==> src/verilog/mul_types_pkg.sv <==
// Arithmetic definitions shared by the multiply unit: word widths, opcodes and tag width
package mul_types_pkg;

  // Operand and result word
  localparam int WORD_WIDTH = 32;

  // Digit width used for the partial products
  localparam int NIBBLE_WIDTH = 4;

  // Nibbles per operand, eight for a 32-bit word
  localparam int NIBBLE_COUNT = WORD_WIDTH / NIBBLE_WIDTH;

  // Full unsigned product keeps both halves
  localparam int PRODUCT_WIDTH = 2 * WORD_WIDTH;

  // Destination register tag, one of 32 architectural registers
  localparam int TAG_WIDTH = 5;

  // Multiply opcodes
  // Encoding follows the low two bits of the RV32M funct3 field
  typedef enum logic [1:0] {
    // Low word, signed x signed
    OP_MUL    = 2'b00,
    // High word, signed x signed
    OP_MULH   = 2'b01,
    // High word, signed rs1 x unsigned rs2
    OP_MULHSU = 2'b10,
    // High word, unsigned x unsigned
    OP_MULHU  = 2'b11
  } mul_op_e;

  // Only MULHU treats rs1 as unsigned
  //   MUL, MULH   : both operands signed
  //   MULHSU      : rs1 signed, rs2 unsigned
  //   MULHU       : both operands unsigned
  // Only MUL returns the low word, the rest return the high word

endpackage

==> src/verilog/mul_writeback.sv <==
// Multiply writeback: applies product sign, selects the word per opcode and drives the result port
`timescale 1ns/10ps

module mul_writeback (
  input  logic                                    clk,
  input  logic                                    arst_n,
  input  logic                                    head_valid,
  input  logic [mul_types_pkg::PRODUCT_WIDTH-1:0] head_product,
  input  mul_types_pkg::mul_op_e                  head_op,
  input  logic [mul_types_pkg::TAG_WIDTH-1:0]     head_tag,
  input  logic                                    head_negate,
  input  logic                                    wb_grant,
  output logic                                    pop,
  output logic                                    wb_valid,
  output logic [mul_types_pkg::WORD_WIDTH-1:0]    wb_data,
  output logic [mul_types_pkg::TAG_WIDTH-1:0]     wb_tag,
  output logic                                    wb_overflow
);

  import mul_types_pkg::*;

  logic [PRODUCT_WIDTH-1:0] signed_product;
  logic [WORD_WIDTH-1:0]    low_word;
  logic [WORD_WIDTH-1:0]    high_word;
  logic [WORD_WIDTH-1:0]    selected_word;
  logic                     overflow_next;

  // Head leaves the buffer whenever the shared port is ours
  assign pop = head_valid & wb_grant;

  // Two's complement of the magnitude when the operand signs differ
  assign signed_product = head_negate ? (~head_product + 1'b1) : head_product;

  assign low_word  = signed_product[WORD_WIDTH-1:0];
  assign high_word = signed_product[PRODUCT_WIDTH-1:WORD_WIDTH];

  // MUL keeps the low word, MULH/MULHSU/MULHU the high word
  assign selected_word = (head_op == OP_MUL) ? low_word : high_word;

  // Product fits in 32 bits only if the high word is a sign extension of the low word
  always_comb
  begin
    if (head_op == OP_MUL)
      overflow_next = (high_word != {WORD_WIDTH{low_word[WORD_WIDTH-1]}});
    else
      overflow_next = 1'b0;
  end

  always_ff @(posedge clk or negedge arst_n)
  begin
    if (!arst_n)
      wb_valid <= 1'b0;
    else
      wb_valid <= pop;
  end

  // Result payload, meaningful only while wb_valid is high
  always_ff @(posedge clk)
  begin
    if (pop)
    begin
      wb_data     <= selected_word;
      wb_tag      <= head_tag;
      wb_overflow <= overflow_next;
    end
  end

endmodule

==> config.mk <==
export PLATFORM = sky130hd
export DESIGN_NAME = mul_writeback
export DESIGN_NICKNAME = d
export VERILOG_FILES = /design/src/verilog/mul_types_pkg.sv /design/src/verilog/mul_writeback.sv
export SDC_FILE = /design/constraint.sdc
export NUM_CORES = 1
export LEC_CHECK = 0
export ABC_CLOCK_PERIOD_IN_PS = 2700
export BUFFER_PORTS_ARGS = -buffer_cell sky130_fd_sc_hd__buf_2
export CAP_MARGIN = 5
export CORE_ASPECT_RATIO = 0.7
export CORE_MARGIN = 2
export CORE_UTILIZATION = 50
export CTS_CLUSTER_SIZE = 28
export DETAILED_ROUTE_END_ITERATION = 8
export PLACE_DENSITY_LB_ADDON = 0.15
export SYNTH_ARGS = -nofsm -noshare
export SYNTH_HDL_FRONTEND = slang
export SYNTH_SLANG_ARGS = --single-unit
==> constraint.sdc <==
create_clock -name clk -period 2.7 [get_ports clk]
set_input_delay 0.27 -clock clk [delete_from_list [all_inputs] [get_ports clk]]
set_output_delay 0.27 -clock clk [all_outputs]
set_load 0.1 [all_outputs]
==> impl_results.md, run 1 <==
* Peak VDD IR at 0.000301 V
* Area growth syn-to-layout at 58.6%
* Vias in the first global route at between 4000 and 5000
* Placed Instances at just over 700
* H-tree depth at 2
* Commonest non-fill, non-tap cell in the layout: buf_4
* Final GP Congestion at around 1.0
* Largest net degree at the start of global routing at 42
* Number of synthesized register bits at 39
* Fin cells at about 740
* Relative slew slack at 46.6%
* Biggest area consumer among synthesized cells: edfxtp_1
* Starting DRT DRC Count at 399
* Dpl hpwl at between 10000 and 15000 um
* Final nets at ~730
* Area of the multi-input gates at 2410 um^2
* Post-Syn Nets at around 470
* GR Overflow Total at 0
* Clock Pin Slew Worst Setup and Hold Paths at about 0.080 ns
* GRT met3 Usage at ~6.6%
* Die Area at about 7700 um^2
* Detail Route Antenna Nets at 0
* Num CTS Buffers at 5
* CTS tree: built
* Power Density at between 300 and 400 nW/um^2
* Die height at 74.0 um
* Syn Inst Count at slightly below 400
* Final setup viols at 1
* GRT busiest layer: met2
* Synthesis Warnings at 0
* Async SR Flop Fraction at 2.56%
* Core Area at 6760 um^2
* Tightest Pin Transition at 0.802 ns
* Layout cells sized above 1 at approximately 50%
* Top FF cell, synth: edfxtp_1
* Crit path DAT at approximately 2.9 ns
* Post-Route WL at 14200 um
* CTS root buf: clkbuf_8
* RSZ-0062 raised after global routing: true
* EDFF count, synth at 38
* Fillers at just under 500
* Clk buf depth at 2
* Period utilization at 108%
* Worst setup path class: in2reg
* Boundary Pins at around 120
* GRT met1 Usage at between 50% and 60%
* Ant diodes at 0
* Global-route wire length before repair at approximately 22000 um
* Register area share after synthesis at between 30% and 40%
* WL/cell at 19.2 um
* Clock sink total at 39
* Most frequent cells in the layout: buf_4, buf_2, nor2_1
* Die width at 104 um
* Core Rows at 25
* Initial antenna violation count at 0
* Initial Util at about half
* Synth top area share at 32.6%
* Leak at roughly 0.0024 uW
* Hold Violations, Final at 0
* Mapped Area at about 3500 um^2
* Synth unique cells at 50
* Outcome: complete, but fails checks
* Overall power at 2200 uW
* All-Layer GR Usage at between 30% and 40%
* Setup TNS at -0.210 ns
* Fin crit period at about 2.9 ns
* Worst endpoint required time at roughly 2.7 ns
* Routed vias at 4400
* Number of port buffers at approximately 120
* CP startpoint kind: input pin
* Slew Limit Fails at 0
* Failing checks: negative setup slack
* Achievable clock frequency at 0.344 GHz
* Grt met2 use at between 60% and 70%
* Mean Syn Cell Area at 8.96 um^2
* Max_cap viols at 0
* Via density per instance at 5.93
* Worst Hold Class: in2reg
* Final WS setup at -0.210 ns
* Reg area at 1170 um^2
* Residual DRC at 0
* CP max FO at 8
* Critical path endpoint category: flip-flop
* Top post-synthesis cells by area: edfxtp_1, xnor2_1, xor2_1
* TritonRoute pass-1 iters at 6
## timing repair
action	CTS	global route
pin swaps	8	9
resized for setup	12	12
setup buffers	3	5
setup endpoints to repair	1	1
hold buffers	1	0
endpoints found under the hold margin	1	0
## logic make-up (layout without fill, tap and decap cells)
| logic type | after synthesis | in the layout | share of synthesized area, % |
|---|---|---|---|
| compound gates | 93 | 93 | 19.0 |
| buf+inv | 27 | 284 | 2.96 |
| flops | 39 | 39 | 33.3 |
| xor+xnor | 64 | 64 | 16.0 |
| simple gates | 164 | 164 | 27.4 |
| mux | 2 | 2 | 0.607 |
| fa+ha+maj | 2 | 2 | 0.714 |
## critical path: stages
cell and delay, ns:
buf_2 0.11, buf_4 0.15, nor4_4 0.26, buf_4 0.19, nand4_2 0.11, or3_4 0.43, o41ai_1 0.43, buf_4 0.18
xor2_1 0.19, nand4_1 0.11, o41a_1 0.32, o31ai_1 0.08, o211ai_1 0.12
## synth_stat cells (6+ instances only)
cell type  instances
a21oi_1           30
clkbuf_1          17
edfxtp_1          38
inv_1              6
nand2_1           26
nand3_1           12
nand4_1           10
nor2_1            51
nor3_1            11
nor4_1             7
o21ai_0           11
o31ai_1           22
o41ai_1           14
or3_1              6
or4_1              7
xnor2_1           33
xor2_1            31
## worst paths after layout
check / to / start / cells after the start / slack (ns)
worst max-delay path: wb_overflow / head_product[19] / 13 / -0.21
worst min-delay path: wb_tag[4] / head_tag[4] / 1 / 0.13
max in group asynchronous: wb_valid / arst_n / 2 / 2.36
min in group asynchronous: wb_valid / arst_n / 2 / 0.26
## registers in the layout, summed over array words and instances (netlist names)
register / count
wb_overflow: 1
wb_data: 32
wb_valid: 1
wb_tag: 5
## where the power goes
part	leakage [uW]	switching, uW	internal, uW
clock network	0.0000412	227	181
logic	0.00195	713	340
registers	0.000374	12.6	729
total	0.00237	953	1250
## metal layers
metal | routed length [um] | share of wire (%)
met5 | 0 | 0
met4 | 185 | 1.3
met3 | 1390 | 9.7
met2 | 6470 | 45
met1 | 6200 | 44
## metrics by stage
stage	util, %	setup WS (ns)	hold slack, ns	cell area [um^2]
2_1_floorplan	-	-0.158	-0.0256	3540
3_3_place_gp	77.7	-0.514	0.0443	5250
3_5_place_dp	77.7	-0.611	0.0460	5250
4_1_cts	80.6	-0.155	0.140	5440
5_1_grt	82.3	-0.267	0.124	5560
6_report	82.3	-0.210	0.135	5560
## area by class of cell
class                           instances  share of cell area, %
Clock inverter                          2                  0.225
Tap cell                               94                   2.12
Clock buffer                            6                   1.31
Sequential cell                        39                   21.0
Multi-Input combinational cell        325                   43.3
Timing Repair Buffer                  270                   31.6
Inverter                                6                  0.495
No activity file was read; power rests on OpenSTA's default activity.
==> run 2: changes to the inputs <==
==> constraint.sdc (replaced) <==
create_clock -name clk -period 2.7 [get_ports clk]
set_input_delay 0.27 -clock clk [delete_from_list [all_inputs] [get_ports clk]]
set_output_delay 0.27 -clock clk [all_outputs]
set_load 0.02 [all_outputs]
==> run 2 against run 1 <==
The run still ends with negative setup slack left. Fmax is 4.7% lower. Largest power group unchanged. Sequential cell count unchanged. Via count grew 1.4%. Largest cell class unchanged. Wire length grew 1.5%. Power down 13%. Critical endpoint unchanged. Utilization is 0.33 points higher. Sequential share of layout area fell by 0.085 points. Cell count is 0.27% higher. Clock power about the same. Count of clock-buffer cells in the layout is the same.
==> impl_results.md, run 2 (synthesis results as in run 1) <==
* Outcome: complete, but fails checks
* Failing checks: negative setup slack
* Slowest CP cell: or3_1
* Period utilization at 113% (+5.3 points)
* Worst Hold Class: in2reg
* Layout cells sized above 1 at 49.7% (about the same)
* Die width at 104 um (unchanged)
* CP delay by family, top: simple AND/OR/NAND/NOR gates
* Core Rows at 25 (unchanged)
* Die height at 74.0 um (unchanged)
* Tightest Pin Transition at 0.786 ns (-0.0159 ns)
* All-Layer GR Usage at 36.3% (-0.37 points)
* Max FFs per register at 32 (unchanged)
* Pre-CTS setup slack at -0.622 ns (-0.0108 ns)
* Worst endpoint required time at 2.71 ns (-0.02 ns)
* CP startpoint kind: input pin
* Detail Route Antenna Nets at 0 (unchanged)
* Critical path endpoint category: flip-flop
* Clk buf depth at 2 (unchanged)
* H-tree depth at 2 (unchanged)
* Placed Instances at 728 (+0.41%)
* Hold Violations, Final at 0 (unchanged)
* Global-route wire length before repair at 21500 um (-0.64%)
* Fillers at 432 (-12%)
* Die Area at 7710 um^2 (unchanged)
* TritonRoute pass-1 iters at 6 (unchanged)
* Power Density at 343 nW/um^2 (-13%)
* Commonest non-fill, non-tap cell in the layout: buf_4
* CTS root buf: clkbuf_8
* Largest net degree at the start of global routing at 42 (unchanged)
* Final GP Congestion at 1.02 (-1.3%)
* Leading registers by flop count: wb_data x32, wb_tag x5
* Leak at 0.00238 uW (+0.59%)
* Initial Util at 51.9% (unchanged)
* Crit path DAT at 3.07 ns (+0.13 ns)
* Dpl hpwl at 10900 um (-3.1%)
* Hold depth at 1 (unchanged)
* Routed vias at 4463 (+1.4%)
* Slowest stage delay, CP at 0.49 ns (+0.06 ns)
* Most frequent CP cell: buf_4
* RSZ-0062 raised after global routing: true
* Num CTS Buffers at 5 (unchanged)
* Slew Limit Fails at 0 (unchanged)
* Vias in the first global route at 4262 (+2.7%)
* CP bufs+invs at 4 (unchanged)
* Number of port buffers at 115 (unchanged)
* Ant diodes at 0 (unchanged)
* Relative slew slack at 47.6% (+1.1 points)
* CP max FO at 8 (unchanged)
* Setup TNS at -0.352 ns (-0.142 ns)
* Worst setup path class: in2reg
* GR Overflow Total at 0 (unchanged)
* Peak VDD IR at 0.000218 V (-28%)
* Clock sink total at 39 (unchanged)
* Boundary Pins at 116 (unchanged)
* Achievable clock frequency at 0.328 GHz (-4.7%)
* Fin cells at 744 (+0.27%)
* Final WS setup at -0.352 ns (-0.142 ns)
* Crit-path cells: buf_2, buf_4, nor4_4, nand2_2, or3_1, buf_4, o41ai_2, xor2_1, buf_4, nor4_1, nand3_1, o31ai_1, o211ai_1
* Initial antenna violation count at 0 (unchanged)
* Final setup viols at 1 (unchanged)
* Reg with most FFs: wb_data
* Clock Pin Slew Worst Setup and Hold Paths at 0.08 ns (about the same)
* Via density per instance at 6.00 (+1.2%)
* Overall power at 1910 uW (-13%)
* CTS tree: built
* Fin crit period at 3.05 ns (+0.142 ns)
* Most frequent cells in the layout: buf_4, buf_2, nor2_1
* Post-Route WL at 14400 um (+1.5%)
* WL/cell at 19.4 um (+1.2%)
* Hold WS at 0.142 ns (+0.00745 ns)
* Area growth syn-to-layout at 59.3%
* Starting DRT DRC Count at 332 (-17%)
* Core Area at 6760 um^2 (unchanged)
* Worst Hold Path EP: wb_tag[0]
* Max_cap viols at 0 (unchanged)
* Hold Crit Start: head_tag[0]
* Residual DRC at 0 (unchanged)
* Final nets at 727 (+0.28%)
-- run 2: worst max-delay path by stage --
| stage | start | to | depth (start not counted) |
|---|---|---|---|
| after global placement | head_product[6] | wb_overflow | 11 |
| final | head_product[0] | wb_overflow | 13 |
| after global routing | head_product[26] | wb_overflow | 13 |
| after floorplan | head_product[37] | wb_overflow | 8 |
| after detailed placement | head_product[0] | wb_overflow | 12 |
| after CTS | head_product[30] | wb_overflow | 13 |
-- run 2: area by class of cell --
cell class              count  area [um^2]  share of cell area, %
multi-input cells         325         2410                   43.2
clock inverters             2         12.5                  0.224
clock buffers               6         72.6                   1.30
well taps                  94          118                   2.11
flip-flops and latches     39         1170                   20.9
inverters                   6         27.5                  0.493
repair buffers            272         1780                   31.8
-- run 2: timing repair --
| item | 4_1_cts | 5_1_grt |
|---|---|---|
| endpoints found under the setup margin | 1 | 3 |
| hold buffers | 1 | 0 |
| endpoints found under the hold margin | 1 | 0 |
| gates resized for setup | 12 | 11 |
| buffers inserted | 7 | 0 |
| pin swaps | 13 | 3 |
-- run 2: power by group --
part	internal, uW	switching [uW]	total, uW
Combinational	343	427	770
Clock	181	224	405
Sequential	728	10.9	739
Total	1250	661	1910
-- run 2: metal layers --
metal | track usage, % | vias up | share of wire [%]
met1 | 49.5 | 2071 | 42
met3 | 8.33 | 51 | 12
met4 | 13.2 | 0 | 2.7
met5 | 0 | - | 0
met2 | 57.7 | 328 | 44
li1 | - | 2013 | -
-- run 2: per-stage QoR --
| step | cell area, um^2 | utilization [%] |
|---|---|---|
| after floorplan | 3540 | - |
| after global placement | 5290 | 78.2 |
| after detailed placement | 5290 | 78.2 |
| after CTS | 5500 | 81.4 |
| after global routing | 5580 | 82.6 |
| final | 5580 | 82.6 |
