**src/verilog/mul_types_pkg.sv**
```systemverilog
// Arithmetic definitions shared by the multiply unit: word widths, opcodes and tag width
package mul_types_pkg;

  // Operand and result word
  localparam int WORD_WIDTH = 32;

  // Digit width used for the partial products
  localparam int NIBBLE_WIDTH = 4;

  // Nibbles per operand, eight for a 32-bit word
  localparam int NIBBLE_COUNT = WORD_WIDTH / NIBBLE_WIDTH;

  // Full unsigned product keeps both halves
  localparam int PRODUCT_WIDTH = 2 * WORD_WIDTH;

  // Destination register tag, one of 32 architectural registers
  localparam int TAG_WIDTH = 5;

  // Multiply opcodes
  // Encoding follows the low two bits of the RV32M funct3 field
  typedef enum logic [1:0] {
    // Low word, signed x signed
    OP_MUL    = 2'b00,
    // High word, signed x signed
    OP_MULH   = 2'b01,
    // High word, signed rs1 x unsigned rs2
    OP_MULHSU = 2'b10,
    // High word, unsigned x unsigned
    OP_MULHU  = 2'b11
  } mul_op_e;

  // Only MULHU treats rs1 as unsigned
  //   MUL, MULH   : both operands signed
  //   MULHSU      : rs1 signed, rs2 unsigned
  //   MULHU       : both operands unsigned
  // Only MUL returns the low word, the rest return the high word

endpackage

```
**src/verilog/mul_pipe_pkg.sv**
```systemverilog
// Microarchitecture sizing of the multiply unit: tree depth and result buffer
package mul_pipe_pkg;

  import mul_types_pkg::*;

  // Register levels in the nibble tree, also the multiplier latency
  localparam int TREE_STAGES = 4;

  // Shifted nibble products entering the first tree level
  localparam int PP_COUNT = NIBBLE_COUNT * NIBBLE_COUNT;

  // Result FIFO entries
  localparam int BUF_DEPTH = 8;

  // FIFO pointer width, wraps naturally at BUF_DEPTH
  localparam int BUF_PTR_WIDTH = 3;

  // Occupancy plus in-flight counter
  // Needs to hold BUF_DEPTH and one pending start on top of it
  localparam int CREDIT_WIDTH = 4;

endpackage

```
**src/verilog/mul_result_buffer.sv**
```systemverilog
// Result FIFO for finished products with credit-based stall covering in-flight operations
`timescale 1ns/10ps

module mul_result_buffer (
  input  logic                                    clk,
  input  logic                                    arst_n,
  input  logic                                    start,
  input  logic                                    done,
  input  logic [mul_types_pkg::PRODUCT_WIDTH-1:0] product,
  input  mul_types_pkg::mul_op_e                  op,
  input  logic [mul_types_pkg::TAG_WIDTH-1:0]     tag,
  input  logic                                    negate,
  input  logic                                    pop,
  output logic                                    head_valid,
  output logic [mul_types_pkg::PRODUCT_WIDTH-1:0] head_product,
  output mul_types_pkg::mul_op_e                  head_op,
  output logic [mul_types_pkg::TAG_WIDTH-1:0]     head_tag,
  output logic                                    head_negate,
  output logic                                    stall
);

  import mul_types_pkg::*;
  import mul_pipe_pkg::*;

  logic [PRODUCT_WIDTH-1:0] product_mem [BUF_DEPTH];
  mul_op_e                  op_mem      [BUF_DEPTH];
  logic [TAG_WIDTH-1:0]     tag_mem     [BUF_DEPTH];
  logic                     negate_mem  [BUF_DEPTH];

  logic [BUF_PTR_WIDTH-1:0] wr_ptr;
  logic [BUF_PTR_WIDTH-1:0] rd_ptr;

  // Entries currently stored
  logic [CREDIT_WIDTH-1:0]  occupancy;
  // Stored entries plus operations started but not yet done
  logic [CREDIT_WIDTH-1:0]  credit;
  // Credit including a start arriving this cycle
  logic [CREDIT_WIDTH-1:0]  credit_demand;

  // Payload storage written on done
  always_ff @(posedge clk)
  begin
    if (done)
    begin
      product_mem[wr_ptr] <= product;
      op_mem[wr_ptr]      <= op;
      tag_mem[wr_ptr]     <= tag;
      negate_mem[wr_ptr]  <= negate;
    end
  end

  // Pointers and occupancy
  always_ff @(posedge clk or negedge arst_n)
  begin
    if (!arst_n)
    begin
      wr_ptr    <= '0;
      rd_ptr    <= '0;
      occupancy <= '0;
    end
    else
    begin
      if (done)
        wr_ptr <= wr_ptr + 1'b1;
      if (pop)
        rd_ptr <= rd_ptr + 1'b1;
      case ({done, pop})
        2'b10:   occupancy <= occupancy + 1'b1;
        2'b01:   occupancy <= occupancy - 1'b1;
        default: occupancy <= occupancy;
      endcase
    end
  end

  // Credit is reserved at start, so every done has a free slot
  always_ff @(posedge clk or negedge arst_n)
  begin
    if (!arst_n)
      credit <= '0;
    else
      case ({start, pop})
        2'b10:   credit <= credit + 1'b1;
        2'b01:   credit <= credit - 1'b1;
        default: credit <= credit;
      endcase
  end

  // Start lags acceptance by a cycle, so count it before it lands in credit
  assign credit_demand = credit + CREDIT_WIDTH'(start);
  assign stall         = (credit_demand >= CREDIT_WIDTH'(BUF_DEPTH));

  // Head entry shown as a level
  assign head_valid   = (occupancy != '0);
  assign head_product = product_mem[rd_ptr];
  assign head_op      = op_mem[rd_ptr];
  assign head_tag     = tag_mem[rd_ptr];
  assign head_negate  = negate_mem[rd_ptr];

endmodule

```
**config.mk**
```make
export PLATFORM = sky130hd
export DESIGN_NAME = mul_result_buffer
export DESIGN_NICKNAME = d
export VERILOG_FILES = /design/src/verilog/mul_types_pkg.sv /design/src/verilog/mul_pipe_pkg.sv /design/src/verilog/mul_result_buffer.sv
export SDC_FILE = /design/constraint.sdc
export NUM_CORES = 1
export LEC_CHECK = 0
export BUFFER_PORTS_ARGS = -buffer_cell sky130_fd_sc_hd__buf_2
export CELL_PAD_IN_SITES_DETAIL_PLACEMENT = 0
export CELL_PAD_IN_SITES_GLOBAL_PLACEMENT = 1
export CORE_ASPECT_RATIO = 1.25
export CORE_MARGIN = 1
export CORE_UTILIZATION = 55
export DETAILED_ROUTE_END_ITERATION = 6
export GPL_ROUTABILITY_DRIVEN = 0
export PLACE_DENSITY = 0.79
export RECOVER_POWER = 25
export SLEW_MARGIN = 30
export SYNTH_ARGS = -nofsm -noshare
export SYNTH_HDL_FRONTEND = slang
export SYNTH_SLANG_ARGS = --single-unit
export TNS_END_PERCENT = 100
```
**constraint.sdc**
```tcl
create_clock -name clk -period 10.3 [get_ports clk]
set_input_delay 0.515 -clock clk [delete_from_list [all_inputs] [get_ports clk]]
set_output_delay 0.515 -clock clk [all_outputs]
set_load 0.005 [all_outputs]
```
==> results of run 1 <==
-- layout make-up --
class	count	area (sq um)
repair buffers	174	916
diodes	1	2.50
multi-input cells	279	4770
fillers	2687	14600
inverters	2	7.51
clock buffers	65	1410
well taps	546	683
flip-flops and latches	590	17700
clock inverters	35	254
-- per-stage QoR --
step | instance area [sq um] | power, mW | setup WS (ns)
floorplan | 22600 | 4.74 | 4.21
global placement | 24000 | 5.36 | 6.52
detailed placement | 24100 | 5.41 | 6.51
CTS | 25800 | 7.28 | 5.89
global route | 25700 | 7.50 | 5.78
finish | 25700 | 7.17 | 5.97
-- cell families after synthesis --
| family | share of synthesized area |
|---|---|
| flops | 0.780 |
| mux | 0.190 |
| buf+inv | 0.0112 |
| simple gates | 0.00603 |
| xor+xnor | 0.00581 |
| fa+ha+maj | 0.00498 |
| compound gates | 0.00221 |
-- report_power, final --
| part | internal [mW] | switching (mW) |
|---|---|---|
| combinational | 1.14 | 0.948 |
| clock | 1.05 | 0.817 |
| sequential | 3.02 | 0.191 |
| total | 5.21 | 1.96 |
-- worst max-delay path, stage by stage (launching register included) --
cell,delay (ns)
sky130_fd_sc_hd__dfrtp_4,0.85
sky130_fd_sc_hd__buf_4,0.68
sky130_fd_sc_hd__buf_4,0.76
sky130_fd_sc_hd__mux4_2,0.42
sky130_fd_sc_hd__mux2_4,0.31
sky130_fd_sc_hd__buf_2,0.13
-- cell usage in the layout (no fill, tap or decap) --
cell type / Yosys / layout
sky130_fd_sc_hd__nor2_4: 0 / 6
sky130_fd_sc_hd__a21oi_1: 4 / 4
sky130_fd_sc_hd__mux4_2: 144 / 144
sky130_fd_sc_hd__mux2_4: 50 / 50
sky130_fd_sc_hd__xnor2_1: 5 / 5
sky130_fd_sc_hd__ha_1: 9 / 9
sky130_fd_sc_hd__buf_4: 0 / 19
sky130_fd_sc_hd__buf_16: 0 / 1
sky130_fd_sc_hd__dlygate4sd3_1: 0 / 1
sky130_fd_sc_hd__o32ai_1: 2 / 2
sky130_fd_sc_hd__clkinv_1: 0 / 18
sky130_fd_sc_hd__nand3_1: 1 / 1
sky130_fd_sc_hd__buf_6: 1 / 2
sky130_fd_sc_hd__a31oi_1: 2 / 2
sky130_fd_sc_hd__nand2b_1: 3 / 3
sky130_fd_sc_hd__clkbuf_1: 9 / 56
sky130_fd_sc_hd__mux2_2: 26 / 26
sky130_fd_sc_hd__or3_1: 2 / 2
sky130_fd_sc_hd__buf_12: 0 / 1
sky130_fd_sc_hd__dfrtp_1: 14 / 11
sky130_fd_sc_hd__or4_1: 1 / 1
sky130_fd_sc_hd__clkinv_2: 0 / 11
sky130_fd_sc_hd__diode_2: 0 / 1
sky130_fd_sc_hd__clkinv_4: 0 / 1
sky130_fd_sc_hd__xor2_1: 10 / 10
sky130_fd_sc_hd__clkbuf_16: 0 / 55
sky130_fd_sc_hd__bufinv_16: 0 / 3
sky130_fd_sc_hd__inv_1: 2 / 2
sky130_fd_sc_hd__nor3_2: 0 / 2
sky130_fd_sc_hd__dfrtp_4: 0 / 3
sky130_fd_sc_hd__clkinv_8: 0 / 2
sky130_fd_sc_hd__buf_2: 17 / 104
sky130_fd_sc_hd__nand2_1: 4 / 4
sky130_fd_sc_hd__nor2b_1: 6 / 6
sky130_fd_sc_hd__nor2_1: 8 / 2
sky130_fd_sc_hd__edfxtp_1: 576 / 576
-- flip-flops by register name, indices dropped and copies added, names as in the netlist --
| name | flops |
|---|---|
| op_mem | 16 |
| product_mem | 512 |
| tag_mem | 40 |
| rd_ptr | 3 |
| credit | 4 |
| negate_mem | 8 |
| occupancy | 4 |
| wr_ptr | 3 |
-- final timing paths --
kind                                    from                  to  slack, ns  cells after the start
worst min-delay path             product[14]  product_mem[3][14]       0.21                      1
min in group asynchronous             arst_n           credit[3]       0.36                      2
max in group asynchronous             arst_n           rd_ptr[2]       9.63                      2
worst max-delay path               rd_ptr[1]    head_product[56]       5.97                      5
worst min register to register  occupancy[3]        occupancy[3]       0.46                      1
worst max register to register     wr_ptr[1]  product_mem[5][26]       7.67                      4
-- metal layers --
layer  global-route usage  share of wire  up-vias
li1                     -              -     4260
met1                0.275           0.42     5203
met4               0.0477          0.017       10
met2                0.337           0.51      207
met5                    0         0.0017        -
met3               0.0389          0.049       56
==> summary by stage, run 1 <==
Timing
Across the routed clock network, the largest skew measured is 0.0270 ns. Setup repair after global routing left no endpoint under its margin. On the final layout, the worst hold slack is about 0.21 ns.

The peak clock frequency supported by timing is 231 MHz. The relative slew slack is 0.447. The final count of negative-setup-slack endpoints is 0. The hold violation total from the final report is 0. Adding up every negative setup slack in the final design gives 0 ns. The final count of pins violating max slew is 0. Counting I/O delays and the setup requirement, the final critical path takes 4.33 ns. Dividing the final minimum period by the clock period gives 0.420.

For the pin with the worst max-slew slack, the measured transition is 0.829 ns.

Layout
At the end of the flow the core is filled with cells to 0.638. The layout-stage area growth over the synthesis result is 13.7%. In the final layout, the share of cells above drive strength 1 is 0.376. For this run, the number of standard cells in the final layout without fillers is 1692. After the last flow step, the layout net total stands at ~1200.

Global routing
The first global-routing pass estimated 62200 um of wire. The via count of the first global-routing pass is 10510. The initial antenna violation count is 6.

The total global routing track utilization is 0.201. Global routing finished with a remaining overflow of 0. Entering global routing, the biggest net connects between 50 and 60 pins.

Logic synthesis
Sorting the synthesized cells by how often they occur yields 576 x sky130_fd_sc_hd__edfxtp_1, 144 x sky130_fd_sc_hd__mux4_2, 50 x sky130_fd_sc_hd__mux2_4, 26 x sky130_fd_sc_hd__mux2_2, 17 x sky130_fd_sc_hd__buf_2. The library cell with the largest summed area after synthesis is sky130_fd_sc_hd__edfxtp_1. Counting every net in the synthesized netlist gives ~1000. The most common cell in the synthesized netlist is sky130_fd_sc_hd__edfxtp_1. For this run, the leading register cell type out of synthesis is sky130_fd_sc_hd__edfxtp_1.

The share of the synthesized area in the top cell type is 0.765. The sequential-to-total area share from yosys stat is 0.780. The number of warning messages in the yosys log is 0.

The share of synthesized flip-flops with an asynchronous set or reset is 0.0237. The number of enable flip-flop cells after synthesis is about 580. The count of unique library cells instantiated by Yosys is 25.

The number of synthesized register bits is 590. The netlist area before placement is about 0.023 sq mm. Counting every instance in the synthesized netlist gives 911. Yosys attributes the largest share of cell area to sky130_fd_sc_hd__edfxtp_1 76%, sky130_fd_sc_hd__mux4_2 14%, sky130_fd_sc_hd__mux2_4 3.3%, sky130_fd_sc_hd__dfrtp_1 1.5%, sky130_fd_sc_hd__mux2_2 1.3%. In this run the mean area of a mapped cell was 24.8 sq um.

Floorplanning
The floorplan has 82 rows. The core region is around 0.040 sq mm. The horizontal die dimension is between 150 and 200 um. The floorplan step set the die height to 229 um. For this configuration, the core starts out at a cell density of 0.561. The total die area is 0.0419 sq mm. The number of ports placed on the die boundary is around 150.

Power
The power density over the cells is 279 mW/mm^2. The worst ir drop on vdd is 160 uV. The reported leakage power is about 8.4 nW.

Outcome
The flow ran to the end, and the final reports show no timing, DRC or antenna violations.

Clock network
The clock transition at the registers of the reported paths is 0.06 ns. TritonCTS built the clock tree. The clock reaches the later pin of the worst-skew pair after 0.58 ns.

The cell at the root of the clock tree is sky130_fd_sc_hd__clkbuf_16. Once the clock tree was built, the setup fixing pass inserted 0 buffers. No sink is reached through more buffers than the 3 on the longest clock path. The post-cts sizing count is 0. The H-tree depth is 2. The number of hold buffers added after CTS was 1.

The number of buffers created by CTS is 54. Counting every sink on the clock net gives 590.

Route
For this run, design rule violations remaining after detail routing come to 0. In the routed layout, each cell is associated on average with a via count of 5.75. The final antenna-violating net count is 0. The count of vias placed by the detailed router is 9736.

The iteration-0 DRC count of the detailed router is 717. The post-detailed-route wirelength per cell is 24.1 um. For this block, the routed nets add up to between 40000 and 50000 um of wire. The number of detailed-routing iterations run before antenna repair is 5.

Flow run
The number of max-cap violations is 0.

Worst hold path
The classification of the worst-slack hold path is in2reg.

Setup path
The data arrival at the endpoint of the critical path is 3.82 ns. At the worst endpoint, the required time is 9.79 ns. The type of element capturing the critical path is an output port. The kind of start point of the critical path is a register. By startpoint and endpoint, the worst setup path is classified as reg2out. Of all nets on the critical path, the largest fanout is 56.

Placement
Once detailed placement completed, the half-perimeter wirelength came to 22000 um. Port buffering added 150 buffers. The number of placed instances, taps included, is 1590.
(Power assumes the default switching activity.)
==> run 2, diff against run 1 <==
- ABC_AREA: unset -> 1
- CORE_UTILIZATION: 55 -> 45
- PLACE_DENSITY: 0.79 -> 0.73
- clock period: 10.3 -> 3.62 ns (I/O delays scaled with it)
==> summary by stage, run 2 <==
Global routing
The global-route wire length before repair is 80700 um. The sum of overflow across all layers after global routing is 0. The via count of the first global-routing pass came to 14329. The initial antenna violation count is 3.

In the global route stage, overall resource usage came out at 0.203. Entering global routing, the biggest net connects approximately 150 pins.

Power
The sequential power share is 0.412. Internal power comes to 13.6 mW. The switching share of power is 0.353. The analysis attributes to net switching a power of 7.39 mW. Of the total power, combinational logic draws 0.331. The worst-case IR drop observed on VDD is 586 uV. The share of total power dissipated in the clock network is 0.258. The power density over the cells is 782 mW/mm^2. The analysis attributes to cell leakage a power of 9.23 nW.

Setup path
The critical path in this run is classified as reg2out. The worst-path maximum fanout is 87. STA puts the critical path data required time at 3.44 ns. The type of element capturing the critical path is an output port. The data arrival at the endpoint of the critical path is 2.89 ns. The worst setup path is launched from a register.

Layout
In the layout the commonest cells are 576 x sky130_fd_sc_hd__edfxtp_1, 294 x sky130_fd_sc_hd__nor2_1, 249 x sky130_fd_sc_hd__nand2_1. The filler cells instantiated in the layout total ~4200. The number of flip-flops in the largest register is a little over 500. The top register by number of flip-flops is product_mem. After the last flow step, the layout net total stands at between 2000 and 2500. The area growth from synthesis to layout is 16.0%. The share of post-route cells with drive strength above 1 is 0.114.

The library cell used most frequently in the layout, excluding fill and tap cells, is sky130_fd_sc_hd__edfxtp_1. The end-of-flow core utilization is 0.530. The final non-filler cell area is 0.0268 sq mm. In the final layout, the registers with the most flip-flops are product_mem x512, tag_mem x40, op_mem x16.

Placement
The count of input and output buffers is 150. The half-perimeter wire length of the detailed placement result is roughly 27000 um. The placed standard-cell area is 0.0244 sq mm.

Logic synthesis
The sequential-to-total area share from yosys stat is 0.764. The netlist area before placement is roughly 0.023 sq mm. The number of synthesized register bits is 590.

By area the synthesized netlist is led by sky130_fd_sc_hd__edfxtp_1 75%, sky130_fd_sc_hd__nor2_1 4.9%, sky130_fd_sc_hd__o21ai_0 4.1%, sky130_fd_sc_hd__nand2_1 4.0%, sky130_fd_sc_hd__o22ai_1 3.9%. Yosys printed 0 warnings. Synthesis instantiated 25 different standard cells from the library.

Of all flip-flops after synthesis, the portion carrying an async set or reset was 0.0237. In the post-synthesis netlist, the cell with the most instances is sky130_fd_sc_hd__edfxtp_1. Counting instances in the post-synthesis netlist gives the leading cell types as 576 x sky130_fd_sc_hd__edfxtp_1, 302 x sky130_fd_sc_hd__nor2_1, 249 x sky130_fd_sc_hd__nand2_1, 188 x sky130_fd_sc_hd__o21ai_0, 145 x sky130_fd_sc_hd__o22ai_1. The instance count of the mapped netlist is roughly 1700. The biggest area contributor in the post-synthesis netlist is sky130_fd_sc_hd__edfxtp_1.

For this run, the leading register cell type out of synthesis is sky130_fd_sc_hd__edfxtp_1. The share of synthesized area in the top cell type comes to 0.749. The mean instance size in the synthesized netlist is 13.3 sq um. Counting flops with a built-in enable in the synthesized netlist gives 576. The number of nets in the synthesized netlist is between 1500 and 2000.

Flow run
Max-cap violations in this run came to 0.

Route
The routed layout has 14410 vias. The total DRC errors in the routed layout is 0. Once detail routing completed, the nets flagged for antenna violations numbered 0. The post-detailed-route wirelength per cell is about 20 um. The total detailed-routing wirelength is roughly 53000 um. The via-per-instance ratio is 5.45. The number of detailed-routing iterations run before antenna repair is 7. The first routing iteration left 1000 violations.

Floorplanning
The initial utilization of the core area, before any placement, comes to 0.457. The floorplan step set the die height to 255 um. The total die area is 0.0522 sq mm. The number of ports placed on the die boundary is 151.

The floorplan has 92 rows. The area of the core is 0.0505 sq mm. The horizontal die dimension is 205 um.

Timing
Measured against its own limit, the worst slew margin works out to 0.370. At the pin with the least slew margin, the transition time is 0.945 ns. Timing would allow up to approximately 330 MHz. The worst clock skew is 0.0186 ns.

The final critical-path required period is 3.07 ns. Setup violations remaining at the end of the flow were counted as 0. The hold violation total from the final report came to 0.

Of the available clock period, the critical path in the final layout requires 0.849. The final count of pins violating max slew is 0. Setup repair after global routing left no endpoint under its margin.

Clock network
The post-cts sizing count is 0. The clock net in this run drives a total of between 500 and 600 sinks. The number of buffers on the longest clock path is 3. Buffers inserted to repair hold after CTS numbered 75. In this run the clock root is driven by a sky130_fd_sc_hd__clkbuf_16.

TritonCTS built the clock tree. The H-tree depth is 2. The clock reaches the later pin of the worst-skew pair after 0.59 ns.

The post-CTS setup buffer count is 0. Buffers inserted during clock tree synthesis total 56. After clock tree synthesis, the clock-pin slew on the worst setup and hold paths is about 0.06 ns.

Worst hold path
The classification of the worst-slack hold path is in2reg.

Outcome
The run finished with clean final reports.
-- run 2: changes by cell type after synthesis, sizes merged, moves of 7 or more --
cell,previous run,this run
clkbuf,9,51
xor2,10,3
mux4,144,0
buf,31,58
inv,2,20
nand3,1,9
nor2,8,302
nand2,4,249
mux2,76,0
o21ai,0,293
o22ai,0,145
-- run 2: kinds of logic (layout without fill, tap and decap cells) --
family	Yosys count	after routing	synth area share
compound gates	442	442	0.104
xor+xnor	8	8	0.00303
fa+ha+maj	9	9	0.00488
buf+inv	129	373	0.0322
flops	590	590	0.764
other cells	0	2	0
simple gates	562	562	0.0921
-- run 2: final timing paths --
check,from,end,depth (start not counted),slack [ns]
max,rd_ptr[0],head_product[43],7,0.55
min,start,credit[0],4,0.08
max reg2reg,wr_ptr[0],product_mem[4][30],3,1.58
min reg2reg,occupancy[0],occupancy[0],1,0.52
max in group asynchronous,arst_n,rd_ptr[1],2,2.81
min in group asynchronous,arst_n,occupancy[2],2,0.20
-- run 2: metrics by stage --
step                hold slack, ns  setup WS (ns)  total power, mW  setup TNS (ns)  instances
floorplan                   -0.115         -0.623             13.3         -179.53       1740
global placement             0.115           1.19             15.6               0       2467
detailed placement           0.114           1.18             15.7               0       2467
CTS                         0.0284          0.539             21.2               0       2642
global route                 0.136          0.353             22.2               0       2644
finish                      0.0848          0.545             20.9               0       2644
-- run 2: routing by layer --
layer | part of all wire | wire (um) | track usage | vias to the layer above
li1 | - | - | - | 6767
met1 | 0.43 | 22800 | 0.261 | 7215
met2 | 0.50 | 26900 | 0.358 | 350
met3 | 0.048 | 2560 | 0.0294 | 76
met4 | 0.019 | 1020 | 0.0550 | 2
met5 | 0.00019 | 10 | 0 | -
-- run 2: layout make-up --
type                       instances  area (sq um)  share of cell area
inverter                          20          85.1             0.00318
clock inverter                    27           158             0.00588
antenna                            2          5.00            0.000187
sequential                       590         17700               0.659
clock buffer                      73          1510              0.0562
tap                              658           823              0.0307
timing repair buffer             253          1790              0.0670
multi-input combinational       1021          4760               0.178
-- run 2: critical path, stage by stage (launching register included) --
cell and delay, ns:
sky130_fd_sc_hd__dfrtp_4 0.71, sky130_fd_sc_hd__inv_8 0.45, sky130_fd_sc_hd__buf_4 0.44, sky130_fd_sc_hd__o21ai_0 0.13, sky130_fd_sc_hd__o22ai_1 0.15, sky130_fd_sc_hd__nand2_1 0.07, sky130_fd_sc_hd__nand2_1 0.13, sky130_fd_sc_hd__buf_2 0.12
-- run 2: power groups by stage --
| stage | Sequential, mW | Combinational (mW) | Clock [mW] |
|---|---|---|---|
| finish | 8.62 | 6.93 | 5.40 |
| global route | 8.68 | 7.75 | 5.74 |
| CTS | 8.62 | 7.04 | 5.49 |
| detailed placement | 8.76 | 6.96 | 0 |
| global placement | 8.74 | 6.84 | 0 |
| floorplan | 8.64 | 4.67 | 0 |
==> run 3, diff against run 2 <==
- clock period: 3.62 -> 2.66 ns (I/O delays scaled with it)
==> summary by stage, run 3 (synthesis results as in run 2) <==
Timing
The final count of negative-setup-slack endpoints is 0. The hold violation total from the final report is 0. Derived from the worst setup path, the maximum achievable clock frequency is 396 MHz. The worst hold slack across all endpoints is roughly 0.055 ns. The final count of pins violating max slew is 0. The final worst-path setup slack is approximately 0.14 ns. The post-route fraction of the period consumed by the critical path is 0.948. Counting I/O delays and the setup requirement, the final critical path takes 2.52 ns.

Between clock sinks in the finished design, the worst skew comes to 0.0156 ns. The slew at the pin closest to its max-slew limit is 0.699 ns. Measured against its own limit, the worst slew margin works out to 0.533.

Clock network
The clock transition at the registers of the reported paths is around 0.06 ns. The cell at the root of the clock tree is sky130_fd_sc_hd__clkbuf_16. In this run the number of H-tree levels came out at 2.

Buffers inserted during clock tree synthesis total 56. TritonCTS built the clock tree. Clock tree synthesis found a total of 590 sinks. The clock passes through at most 3 buffers. The later-pin clock latency in the skew report is ~0.6 ns.

Route
The iteration-0 DRC count of the detailed router is 1124. Summing over every cut layer, the via total after detailed routing is around 15000. For this run, the detailed router's first-pass iteration total came to 5. Summed over all layers, the routed wires come to 55300 um. The post-detailed-route wirelength per cell is 20.8 um. After detailed routing, the number of vias per cell comes to 5.49. The total DRC errors in the routed layout is 0. The count of nets left with antenna violations once routing finished came out at 0.

Global routing
The initial antenna violation count is 3. Global routing finished with a remaining overflow of 0. The via count of the first global-routing pass is 14625. The first global-routing pass estimated 84000 um of wire. The total global routing track utilization is 0.213.

The pin count of the biggest net entering global routing is 146.

Setup path
The type of element capturing the critical path is an output port. For the worst setup path, the data arrival time is approximately 2.4 ns. The delay of the slowest critical-path stage is 0.50 ns. The cell that appears most often on the critical path is sky130_fd_sc_hd__nand2_1.

The critical path goes through buf_16 -> o21ai_0 -> o22ai_1 -> nand2_1 -> nand2_1 -> buf_2. The slowest cell on the critical path is sky130_fd_sc_hd__buf_16. Of all nets on the critical path, the largest fanout is 145. The kind of critical path is reg2out. Grouping stages by cell kind, the critical path spends the most delay in buffers and inverters. The worst endpoint required time is 2.53 ns. The worst path buffer plus inverter count is 2.

STA classifies the critical path startpoint as a register.

Placement
Counting tap cells, the placed design contains a total of between 2000 and 2500 instances. The placed instances occupy a cell area of 0.0247 sq mm. The count of buffers added on input and output ports is 150. The placement-stage worst setup slack is 0.543 ns. The half-perimeter wire length of the detailed placement result is ~27000 um.

Worst hold path
The classification of the worst-slack hold path is in2reg.

Power
The worst ir drop on vdd is between 1000 and 1500 uV. Power comes to 29.5 mW. The reported leakage power is roughly 9.5 nW. For this design the ratio of total power to cell area is 1080 mW/mm^2.

Floorplanning
The initial utilization of the core area, before any placement, comes to 0.457. In this run the horizontal extent of the chip is about 200 um. The vertical die dimension is roughly 260 um. The number of ports placed on the die boundary is 151. In this run the standard cell core region covers between 0.05 and 0.06 sq mm. The floorplan has about 90 rows. The total die area is between 0.05 and 0.06 sq mm.

Outcome
The run finished with clean final reports.

Layout
The share of post-route cells with drive strength above 1 is 0.121. The count of fill cells added during filler insertion is 4163. The final non-filler cell area is ~0.027 sq mm.

For this run, the post-layout net count is ~2000. The register with the most flip-flops in the layout has about 510 of them. The register with the most flip-flops in the final layout is product_mem. The final standard cell count with taps included and fillers excluded is 2662. The largest registers in the layout are product_mem x512, tag_mem x40, op_mem x16. The top cell types in the final layout, fill and taps aside, are 576 x sky130_fd_sc_hd__edfxtp_1, 294 x sky130_fd_sc_hd__nor2_1, 249 x sky130_fd_sc_hd__nand2_1. Relative to the synthesized area, the layout overhead comes to 18.2%.

The most common library cell in the layout ignoring fill and taps is sky130_fd_sc_hd__edfxtp_1.

Flow run
The number of max-cap violations is 0.
==> run 3: cell count changes in the layout (fill, tap and decap cells not counted), sizes merged <==
cell / before / now
bufinv: 1 / 4
clkinv: 23 / 19
dlygate4sd3: 75 / 76
clkinvlp: 1 / 0
bufbuf: 0 / 2
buf: 134 / 150
clkbuf: 117 / 118
==> run 3: layer usage <==
layer / vias up / track usage / routed length, um
met3: 98 / 0.0295 / 2750
met4: 2 / 0.0710 / 1380
li1: 6801 / - / -
met1: 7292 / 0.272 / 23300
met2: 417 / 0.372 / 27900
met5: - / 0 / 10
==> run 3: what timing repair did <==
| action | 4_1_cts | 5_1_grt |
|---|---|---|
| setup endpoints to repair | 39 | 56 |
| gates cloned | 2 | 0 |
| gates resized for setup | 4 | 4 |
| endpoints found under the hold margin | 596 | 0 |
| pin swaps | 0 | 0 |
| setup buffers | 1 | 5 |
| hold buffers | 76 | 0 |
==> run 3: power breakdown <==
group,switching (mW),total [mW],leakage [nW],internal [mW]
logic,6.71,10.3,3.20,3.56
clock network,3.27,7.63,0.856,4.37
registers,0.358,11.6,5.40,11.3
==> run 3: tightest hold or removal path, stage by stage <==
cell and delay [ns]:
sky130_fd_sc_hd__buf_2 0.11, sky130_fd_sc_hd__inv_1 0.08, sky130_fd_sc_hd__ha_1 0.20, sky130_fd_sc_hd__xnor2_1 0.07
==> run 3: worst paths after layout <==
| path | from | endpoint | slack [ns] | cells after the start |
|---|---|---|---|---|
| min | start | credit[0] | 0.05 | 4 |
| min reg2reg | occupancy[0] | occupancy[0] | 0.53 | 1 |
| max in group asynchronous | arst_n | rd_ptr[0] | 1.48 | 3 |
| max reg2reg | wr_ptr[0] | product_mem[0][9] | 0.68 | 3 |
| max | rd_ptr[1] | head_product[42] | 0.14 | 6 |
| min in group asynchronous | arst_n | credit[1] | 0.66 | 3 |
==> run 3: area by class of cell <==
type,instances,area [sq um],area share
antenna,2,5.00,0.000183
clock buffer,76,1520,0.0556
clock inverter,25,225,0.00825
inverter,20,104,0.00380
multi-input combinational,1021,4760,0.174
sequential,590,17700,0.647
tap,658,823,0.0302
timing repair buffer,270,2210,0.0810
==> run 3: metrics by stage <==
step | utilization | TNS (ns)
floorplan | - | -113.07
global route | 0.540 | -0.000409
finish | 0.540 | 0
CTS | 0.540 | -0.0190
global placement | 0.488 | 0
detailed placement | 0.488 | 0
